File: src/mic_meter_params.svh
// sizes and rates shared by the microphone level meter
// include this wherever a clock rate, frame size or LED count is needed

`ifndef MIC_METER_PARAMS_SVH
`define MIC_METER_PARAMS_SVH

// --------------------
// clocking
`define CLK_MHZ            50
`define MIC_SCK_HALF       8      // clk cycles per sck half period, 3.125 MHz

// --------------------
// I2S framing
`define MIC_FRAME_BITS     64     // sck periods per ws frame, 32 per channel
`define MIC_SAMPLE_BITS    24

// --------------------
// meter
`define METER_LEDS         8
`define METER_TICK_CYCLES  (`CLK_MHZ * 1000000)  // one tick per second

`endif

File: src/mic_meter_pkg.sv
// types shared between the I2S receiver, the level meter and the top
// modules pull these in with a wildcard import

`include "mic_meter_params.svh"

package mic_meter_pkg;

    // two's complement sample as shifted out by the microphone
    typedef logic signed [`MIC_SAMPLE_BITS - 1:0] mic_sample_t;

    // absolute value, still fits 2**23
    typedef logic [`MIC_SAMPLE_BITS - 1:0] magnitude_t;

    // thermometer bar, bit 0 is the lowest LED
    typedef logic [`METER_LEDS - 1:0] led_bar_t;

    // sck position within one ws frame
    typedef logic [$clog2(`MIC_FRAME_BITS) - 1:0] bit_count_t;

    typedef enum logic [1:0]
    {
        RX_SYNC,   // waiting for the first ws fall
        RX_SHIFT,  // collecting the 24 sample bits
        RX_WAIT    // idle until the next left frame
    } rx_state_t;

endpackage

File: src/mic_i2s_receiver.sv
// I2S master for an INMP441 microphone, left channel only
// generates sck and ws, pulses sample_valid once per frame with the new sample

`include "mic_meter_params.svh"

module mic_i2s_receiver
    import mic_meter_pkg::*;
(
    input  logic        clk,
    input  logic        rst_n,
    input  logic        sd,
    output logic        sck,
    output logic        ws,
    output mic_sample_t sample,
    output logic        sample_valid
);

    localparam int                half_w          = $clog2(`MIC_SCK_HALF);
    localparam logic [half_w-1:0] half_last       = half_w'(`MIC_SCK_HALF - 1);
    localparam bit_count_t        frame_last      = bit_count_t'(`MIC_FRAME_BITS - 1);
    localparam bit_count_t        half_frame_last = bit_count_t'(`MIC_FRAME_BITS / 2 - 1);
    localparam bit_count_t        sample_last     = bit_count_t'(`MIC_SAMPLE_BITS);

    logic [half_w-1:0] half_cnt;
    bit_count_t        bit_cnt;     // advances on each sck fall
    rx_state_t         state;
    mic_sample_t       shreg;
    logic              shift_done;  // bit 0 just landed in shreg
    logic              sck_rise;
    logic              sck_fall;
    logic              frame_start;

    // --------------------
    // sck divider

    always_ff @(posedge clk)
    begin
        if (!rst_n)
        begin
            half_cnt <= '0;
            sck      <= 1'b0;
        end
        else if (half_cnt == half_last)
        begin
            half_cnt <= '0;
            sck      <= ~sck;
        end
        else
        begin
            half_cnt <= half_cnt + 1'b1;
        end
    end

    assign sck_rise    = (half_cnt == half_last) && !sck;
    assign sck_fall    = (half_cnt == half_last) &&  sck;
    assign frame_start = sck_fall && (bit_cnt == frame_last);  // ws about to fall

    // --------------------
    // frame position and ws

    always_ff @(posedge clk)
    begin
        if (!rst_n)
        begin
            bit_cnt <= bit_count_t'(`MIC_FRAME_BITS / 2);  // start in the right half
            ws      <= 1'b1;
        end
        else if (sck_fall)
        begin
            bit_cnt <= (bit_cnt == frame_last) ? '0 : bit_cnt + 1'b1;
            if (bit_cnt == frame_last)
                ws <= 1'b0;                                // left channel begins
            else if (bit_cnt == half_frame_last)
                ws <= 1'b1;
        end
    end

    // --------------------
    // capture FSM, msb is sampled on the second rising sck of the frame

    always_ff @(posedge clk)
    begin
        if (!rst_n)
        begin
            state      <= RX_SYNC;
            shift_done <= 1'b0;
        end
        else
        begin
            shift_done <= 1'b0;
            case (state)
                RX_SYNC:  if (frame_start) state <= RX_SHIFT;
                RX_WAIT:  if (frame_start) state <= RX_SHIFT;
                RX_SHIFT:
                begin
                    if (sck_rise && bit_cnt == sample_last)
                    begin
                        state      <= RX_WAIT;
                        shift_done <= 1'b1;
                    end
                end
                default:  state <= RX_SYNC;
            endcase
        end
    end

    always_ff @(posedge clk)
    begin
        if (state == RX_SHIFT && sck_rise && bit_cnt != '0)
            shreg <= {shreg[`MIC_SAMPLE_BITS - 2:0], sd};
        if (shift_done)
            sample <= shreg;
    end

    always_ff @(posedge clk)
    begin
        if (!rst_n)
            sample_valid <= 1'b0;
        else
            sample_valid <= shift_done;
    end

    a_valid_single: assert property (@(posedge clk) disable iff (!rst_n)
        sample_valid |=> !sample_valid);

    a_ws_on_sck_fall: assert property (@(posedge clk) disable iff (!rst_n)
        $changed(ws) |-> $fell(sck));

endmodule

File: src/tick_gen.sv
// periodic strobe, one clk wide, every tick_period clocks
// stands in for the slow clock of the lab board

`include "mic_meter_params.svh"

module tick_gen
#(
    parameter int tick_period = `METER_TICK_CYCLES
)
(
    input  logic clk,
    input  logic rst_n,
    output logic tick
);

    localparam int cnt_w = $clog2(tick_period + 1);

    localparam logic [cnt_w-1:0] reload = cnt_w'(tick_period - 1);

    logic [cnt_w-1:0] cnt;  // clocks left until the next tick

    always_ff @(posedge clk)
    begin
        if (!rst_n)
        begin
            cnt  <= reload;
            tick <= 1'b0;
        end
        else if (cnt == '0)
        begin
            cnt  <= reload;
            tick <= 1'b1;
        end
        else
        begin
            cnt  <= cnt - 1'b1;
            tick <= 1'b0;
        end
    end

    // a period of 1 keeps tick high on purpose
    if (tick_period > 1)
    begin : g_tick_check
        a_tick_single: assert property (@(posedge clk) disable iff (!rst_n)
            tick |=> !tick);
    end

endmodule

File: src/level_meter.sv
// peak hold per tick window plus an LED bar of the held peak
// peak, peak_valid and led update one clk after tick

`include "mic_meter_params.svh"

module level_meter
    import mic_meter_pkg::*;
(
    input  logic        clk,
    input  logic        rst_n,
    input  mic_sample_t sample,
    input  logic        sample_valid,
    input  logic        tick,
    output magnitude_t  peak,
    output logic        peak_valid,
    output led_bar_t    led
);

    // LED 0 lights once the peak reaches 2**16
    localparam int led_base = `MIC_SAMPLE_BITS - `METER_LEDS;

    magnitude_t mag;
    magnitude_t run_max;  // maximum so far in the open window
    magnitude_t win_max;  // run_max including this cycle's sample

    // --------------------
    // bar encoding

    // LED i is lit when the top set bit is at least led_base + i
    function automatic led_bar_t led_encode(input magnitude_t level);
        led_bar_t bar;
        for (int i = 0; i < `METER_LEDS; i++)
        begin
            bar[i] = (level >> (led_base + i)) != '0;
        end
        return bar;
    endfunction

    // --------------------
    // magnitude and running maximum

    always_comb
    begin
        // -2**23 negates to itself, which reads as 2**23 unsigned
        if (sample[`MIC_SAMPLE_BITS - 1])
            mag = magnitude_t'(-sample);
        else
            mag = magnitude_t'(sample);

        if (sample_valid && mag > run_max)
            win_max = mag;
        else
            win_max = run_max;
    end

    always_ff @(posedge clk)
    begin
        if (!rst_n)
        begin
            run_max    <= '0;
            peak       <= '0;
            peak_valid <= 1'b0;
            led        <= '0;
        end
        else
        begin
            peak_valid <= tick;
            if (tick)
            begin
                peak    <= win_max;            // same-cycle sample belongs here
                led     <= led_encode(win_max);
                run_max <= '0;                 // next window starts empty
            end
            else
            begin
                run_max <= win_max;
            end
        end
    end

    // bar must look like 0..01..1
    a_led_thermometer: assert property (@(posedge clk) disable iff (!rst_n)
        (led & led_bar_t'(led + 1'b1)) == '0);

endmodule

File: src/mic_meter_top.sv
// microphone level meter: INMP441 receiver, tick generator and peak meter
// lr is tied low so the microphone answers in the left slot

`include "mic_meter_params.svh"

module mic_meter_top
    import mic_meter_pkg::*;
#(
    parameter int tick_period = `METER_TICK_CYCLES
)
(
    input  logic        clk,
    input  logic        rst_n,
    input  logic        sd,
    output logic        sck,
    output logic        ws,
    output logic        lr,
    output mic_sample_t mic_sample,
    output logic        mic_valid,
    output magnitude_t  peak,
    output logic        peak_valid,
    output led_bar_t    led
);

    logic tick;

    assign lr = 1'b0;  // left channel

    mic_i2s_receiver i_receiver
    (
        .clk          ( clk        ),
        .rst_n        ( rst_n      ),
        .sd           ( sd         ),
        .sck          ( sck        ),
        .ws           ( ws         ),
        .sample       ( mic_sample ),
        .sample_valid ( mic_valid  )
    );

    tick_gen # (.tick_period (tick_period))
    i_tick_gen
    (
        .clk          ( clk        ),
        .rst_n        ( rst_n      ),
        .tick         ( tick       )
    );

    level_meter i_meter
    (
        .clk          ( clk        ),
        .rst_n        ( rst_n      ),
        .sample       ( mic_sample ),
        .sample_valid ( mic_valid  ),
        .tick         ( tick       ),
        .peak         ( peak       ),
        .peak_valid   ( peak_valid ),
        .led          ( led        )
    );

endmodule

File: config.mk
export PLATFORM = sky130hd
export DESIGN_NAME = mic_meter_top
export DESIGN_NICKNAME = d
export VERILOG_FILES = /design/src/mic_meter_pkg.sv /design/src/mic_i2s_receiver.sv /design/src/tick_gen.sv /design/src/level_meter.sv /design/src/mic_meter_top.sv
export VERILOG_INCLUDE_DIRS = /design/src
export SDC_FILE = /design/constraint.sdc
export NUM_CORES = 1
export LEC_CHECK = 0
export BUFFER_PORTS_ARGS = -buffer_cell sky130_fd_sc_hd__buf_2
export CORE_MARGIN = 2
export CORE_UTILIZATION = 57
export CTS_BUF_LIST = sky130_fd_sc_hd__clkbuf_8 sky130_fd_sc_hd__clkbuf_16
export CTS_CLUSTER_DIAMETER = 150
export CTS_CLUSTER_SIZE = 10
export DETAILED_ROUTE_END_ITERATION = 10
export GPL_TIMING_DRIVEN = 0
export MAX_ROUTING_LAYER = met4
export PLACE_DENSITY_LB_ADDON = 0.08
export SLEW_MARGIN = 20
export SYNTH_ARGS = -nofsm -noshare
export SYNTH_HDL_FRONTEND = slang
export SYNTH_SLANG_ARGS = --single-unit
File: constraint.sdc
create_clock -name clk -period 10.01 [get_ports clk]
set_input_delay 1.001 -clock clk [delete_from_list [all_inputs] [get_ports clk]]
set_output_delay 1.001 -clock clk [all_outputs]
set_load 0.005 [all_outputs]
=== After elaboration in Yosys (flattened, before gate mapping) ===
Index checks and enable logic that the tools add are counted.

* Register bits after elaboration: 147
* Input port bits: 3
* Output and inout bits: 61
* Word-level logic and storage cells: 66

* $add $sub $neg: 4
* Order comparisons: 1
* Equality and inequality tests: 8
* Mux-type cells: 10
* Bitwise logic cells: 2
* Reduce and logical (&&, ||, !) cells: 26

{| class="wikitable"
|+ Operators by type and width
! cell !! count
|-
| $reduce_bool A24 Y1 || 7
|-
| $mux W24 || 2
|-
| $logic_not A26 Y1 || 1
|-
| $sub A26 B1 Y26 const B || 1
|-
| $gt A24 B24 Y1 || 1
|-
| $neg A24 Y24 || 1
|-
| $eq A6 B5 Y1 const B || 2
|-
| $reduce_or A2 Y1 || 4
|-
| $logic_and A1 B1 Y1 || 7
|-
| $add A6 B1 Y6 const B || 1
|-
| $eq A6 B6 Y1 const B || 1
|-
| $mux W6 || 1
|-
| $reduce_and A2 Y1 || 3
|-
| $reduce_bool A6 Y1 || 1
|-
| $mux W1 || 4
|-
| $mux W2 || 2
|-
| $ne A2 B1 Y1 const B || 2
|-
| $pmux W2 S2 || 1
|-
| $add A3 B1 Y3 const B || 1
|-
| $eq A3 B3 Y1 const B || 1
|-
| $eq A2 B1 Y1 const B || 1
|-
| $eq A2 B2 Y1 const B || 1
|-
| $logic_not A2 Y1 || 1
|-
| $not A1 Y1 || 2
|-
| other kinds (2) || 2
|}

=== Longest topological paths before layout ===
* Depth in word-level cells: 6
* Gate-level depth with buffers: 18
* Mapped depth without buffers: 16

=== By module ===
Synthesis repeated with hierarchy kept, for this count alone.

* Cells, all modules: 634
* Area total of the unflattened synthesis: 6,402.4 um2

{| class="wikitable"
|+ Modules (own cells, without submodules)
! module !! instances !! cells each !! area an instance (um2) !! seq. area each (um2)
|-
| level_meter || 1 || 375 || 3,002.9 || 1,121.1
|-
| mic_i2s_receiver || 1 || 120 || 2,123.3 || 1,741.7
|-
| tick_gen || 1 || 137 || 1,265.0 || 540.5
|-
| mic_meter_top || 1 || 2 || 11.3 || 0.0
|}

=== Worst setup path before layout ===
Ideal clock, no wire load.

* Kind: register to register
* Start: register i_receiver.sample[2]
* End: register i_meter.led[2]
* Setup time: 141 ps
* Arrival: 4,630 ps
* Required time: 9,869 ps
* Path slack: 5,239 ps
* Stages on the path, launching flop included: 18
* Buffers on the path: 2
* Period minus slack after synthesis: 4,771 ps
* Cell sequence: edfxtp_1 > or3_1 > or3b_2 > clkbuf_1 > or3_1 > o31ai_1 > xor2_1 > inv_1 > ha_1 > a21o_1 > a21o_1 > a221o_1 > a31o_2 > o21ai_1 > clkbuf_1 > nand3_1 > o211ai_1 > o311ai_1

* Word-level cells in the longest chain between the ends: 6

{| class="wikitable"
|+ RTL lines
! element !! line !! RTL
|-
| from (decl) || mic_i2s_receiver.sv:14 || <nowiki>output mic_sample_t sample,</nowiki>
|-
| from (signal assigned) || mic_i2s_receiver.sv:112 || <nowiki>sample <= shreg;</nowiki>
|-
| $neg A24 Y24 || level_meter.sv:46 || <nowiki>mag = magnitude_t'(-sample);</nowiki>
|-
| $mux W24 * || level_meter.sv:45 || <nowiki>if (sample[`MIC_SAMPLE_BITS - 1])</nowiki>
|-
| $gt A24 B24 Y1 || level_meter.sv:50 || <nowiki>if (sample_valid && mag > run_max)</nowiki>
|-
| $logic_and A1 B1 Y1 || level_meter.sv:50 ||
|-
| $mux W24 * || level_meter.sv:50 ||
|-
| $reduce_bool A24 Y1 * || level_meter.sv:34 || <nowiki>bar[i] = (level >> (led_base + i)) != '0;</nowiki>
|-
| to (signal assigned) || level_meter.sv:71 || <nowiki>led <= led_encode(win_max);</nowiki>
|-
| to (decl) || level_meter.sv:16 || <nowiki>output led_bar_t led</nowiki>
|}

Every way passes the cells marked *; elsewhere a longest branch is shown, timed or not.
A chain may end at the register's enable or synchronous reset.

=== Worst setup path after layout ===
Ends and elaborated chain as after synthesis.

==> impl_metrics.toml <==
[critical_path]
worstPathRequired_ns = 10.39
cp.buffers_inverters = 3
path_class = "register to register"
cp_slowest_cell = "o21ai_1"
crit_path_end_kind = "register"
cp.arrival_ns = 6.04
critPathLaunchType = "register"
ff2ff_path_depth = 17
startpoint = "i_receiver.sample[2]"
crit_chain = "or3_1, or3b_2, clkbuf_1, or3_1, o31ai_1, xor2_1, inv_1, ha_1, a21o_1, a21o_1, a221o_1, a31o_2, o21ai_1, clkbuf_1, nand3_1, o211ai_1, o311ai_1"
cpPeakStageDelay_ns = 0.67
r2r_start = "i_receiver.sample[2]"
cp_max_fo = 10
cp_top_family = "compound AO/OA/AOI/OAI gates"
path_depth = 17

[synthesis]
synth_edf_count = 48
synth_ff_type = "dfxtp_1"
yosys_warnings = 0
ys_seq_elements = 146
syn_inst = 614
ys_types = 53
syn-cell-area_mm2 = 0.00630
ys_async_sr_fraction_pct = 0
syn_area_per_cell_um2 = 10.3
syn_nets = 647
ys_seq_area_share_pct = 54.0

[run]
drv_cap = 0

[pwr]
leakagePower_nw = 3.01
comb_power_share_pct = 1.0
p_int_mw = 1.08
finalPower_mw = 1.32
powerDensity_mw_per_mm2 = 177
ir_drop_mv = 0.140
p_seq_share_pct = 46.1
p_switching_uw = 243
switching_share_pct = 18.3
p_clk_share_pct = 52.9

[clock_network]
post_cts_resized = 0
ctsRootBufferMaster = "clkbuf_8"
cts_setup_buffers = 0
clk_latency_ns = 0.53
clkSinkCount = 146
hold_buffers = 0
htree_levels = 4
clockBufferDepth = 2
cts_tree = "done"
cts_made_buffers = 17
clk_pin_slew_worst_paths_ns = 0.06

[timing]
setup_viol = 0
tightest_slew_ns = 0.858
hold_viol_final = 0
relSlewSlack_pct = 42.4
fin_skew_ns = 0.00871
period_needed_ns = 5.66
fin_crit_sh_pct = 56.5
fmax_mhz = 177
finalMaxSlewViolations = 0
rsz0062_at_grt = "no"
finalSetupTns_ns = 0

[cells_and_area]
antennaDiodeCount = 0
post-route-util_pct = 69.4
fillers = 819
area_delta_synth_final_pct = 18.8
final_cell_mix = "97 x dfxtp_1, 73 x nand2_1, 67 x buf_2, 48 x nor2_1, 48 x edfxtp_1"
nets = 731
layout.cells.non_filler = 851
fin_area_mm2 = 0.00749
final_common_cell = "dfxtp_1"
drive_above_1_share_pct = 16.3

[placement]
gp_congestion = 0.866
dp.cells = 819
dp_hpwl_um = 9320
port_buffers = 61
post_dp_cell_area_mm2 = 0.00681

[die]
fp.dieH_um = 109
rows = 38
ioPinCount = 64
start_util_pct = 58.4
fp.dieW_um = 109
core_area_mm2 = 0.0108
die_area_mm2 = 0.0119

[drt]
wl_per_cell_um = 15.1
vias_per_cell = 5.40
ant_nets = 0
routed_wl_um = 12800
drtIter0Drc = 198
vias = 4593
drcViolationCount = 0
dr.pass1.iters = 5

[min_path]
hold_path_depth = 1
hold_path_class = "register to register"
min_from = "i_tick_gen.cnt[0]"

[global_route]
grt_pass1_wl_um = 20900
grt_max_degree = 26
grt.total_usage_pct = 23.9
gr-total-overflow = 0
antenna_found_initial = 0
grt_pass1_vias = 4455

[run_status]
status = "finished, final reports clean"
## power groups by stage
stage / sequential [mW] / combinational, mW / clock (mW)
after floorplan: 0.624 / 0.00942 / 0
after global placement: 0.624 / 0.0127 / 0
after detailed placement: 0.624 / 0.0129 / 0
after CTS: 0.611 / 0.0130 / 0.710
after global routing: 0.611 / 0.0150 / 0.732
final: 0.611 / 0.0129 / 0.700
## worst paths after layout
check                           end  slack [ns]
setup / recovery     i_meter.led[2]        4.35
hold / removal    i_tick_gen.cnt[0]        0.39
setup reg to reg     i_meter.led[2]        4.35
hold reg to reg   i_tick_gen.cnt[0]        0.39
## worst reg2reg max path, cell delays in order, from the launching register on
cell,delay [ns]
edfxtp_1,0.49
or3_1,0.42
or3b_2,0.48
clkbuf_1,0.22
or3_1,0.38
o31ai_1,0.28
xor2_1,0.31
inv_1,0.08
ha_1,0.18
a21o_1,0.17
a21o_1,0.16
a221o_1,0.34
a31o_2,0.21
o21ai_1,0.67
clkbuf_1,0.59
nand3_1,0.14
o211ai_1,0.23
o311ai_1,0.16
## area by class of cell
| class | instances | area [um2] | area share [%] |
|---|---|---|---|
| Sequential cell | 146 | 3400 | 45.5 |
| Multi-Input combinational cell | 401 | 2630 | 35.1 |
| Clock buffer | 24 | 533 | 7.12 |
| Timing Repair Buffer | 65 | 328 | 4.38 |
| Tap cell | 140 | 175 | 2.34 |
| Inverter | 40 | 150 | 2.01 |
| Clock inverter | 8 | 141 | 1.89 |
| Buffer | 27 | 128 | 1.70 |
## synthesized netlist by cell type (3+ instances only)
cell      number  area (um2)
nor2b_1        5        31.3
xnor2_1       38         333
edfxtp_1      48        1440
and4_1         3        26.3
a21boi_0       4        30.0
inv_1         40         150
or4_1          5        37.5
a21oi_1       17        85.1
o31ai_1        7        52.6
mux2i_1       24         240
and2_1         6        37.5
o211ai_1       3        22.5
or4_4          4        45.0
o21ai_0       43         215
o41ai_1        4        35.0
or3_1          9        56.3
nand2_1       73         274
a211oi_1       3        22.5
nor3_1        14        70.1
nand3_1        6        30.0
dfxtp_1       98        1960
nor2_1        48         180
nand4_1        3        18.8
clkbuf_1      20        75.1
buf_2          3        15.0
a21o_1         3        22.5
nor4_1         7        43.8
nand2b_1       5        31.3
xor2_1         7        61.3
ha_1          30         375
and3_1         6        37.5
## per-stage QoR
stage	worst slack [ns]	hold WS [ns]
after floorplan	5.24	0.367
after global placement	4.50	0.376
after detailed placement	4.45	0.384
after CTS	4.38	0.397
after global routing	3.99	0.416
final	4.35	0.393
## routing by layer
metal	vias to the layer above	wire (um)	global-route usage, %
li1	2293	-	-
met1	2182	6120	30.2
met2	106	6030	37.4
met3	12	511	6.10
met4	0	142	8.88
met5	-	0	-
## logic make-up after synthesis
| family | after synthesis | share of synthesized area (%) |
|---|---|---|
| compound gates | 95 | 9.07 |
| xor+xnor | 45 | 6.25 |
| fa+ha+maj | 30 | 5.96 |
| buf+inv | 67 | 4.41 |
| flops | 146 | 54.0 |
| mux | 24 | 3.81 |
| other cells | 1 | 0.0595 |
| simple gates | 206 | 16.4 |
## sequential cells by signal, indices dropped and copies added, names as in the netlist, 2 cells and up
name                 flops
i_tick_gen.cnt          26
i_receiver.sample       24
i_receiver.half_cnt      3
i_receiver.state         2
i_receiver.bit_cnt       6
i_meter.run_max         24
i_meter.led              8
i_meter.peak            23
i_receiver.shreg        24
(Power assumes the default switching activity.)
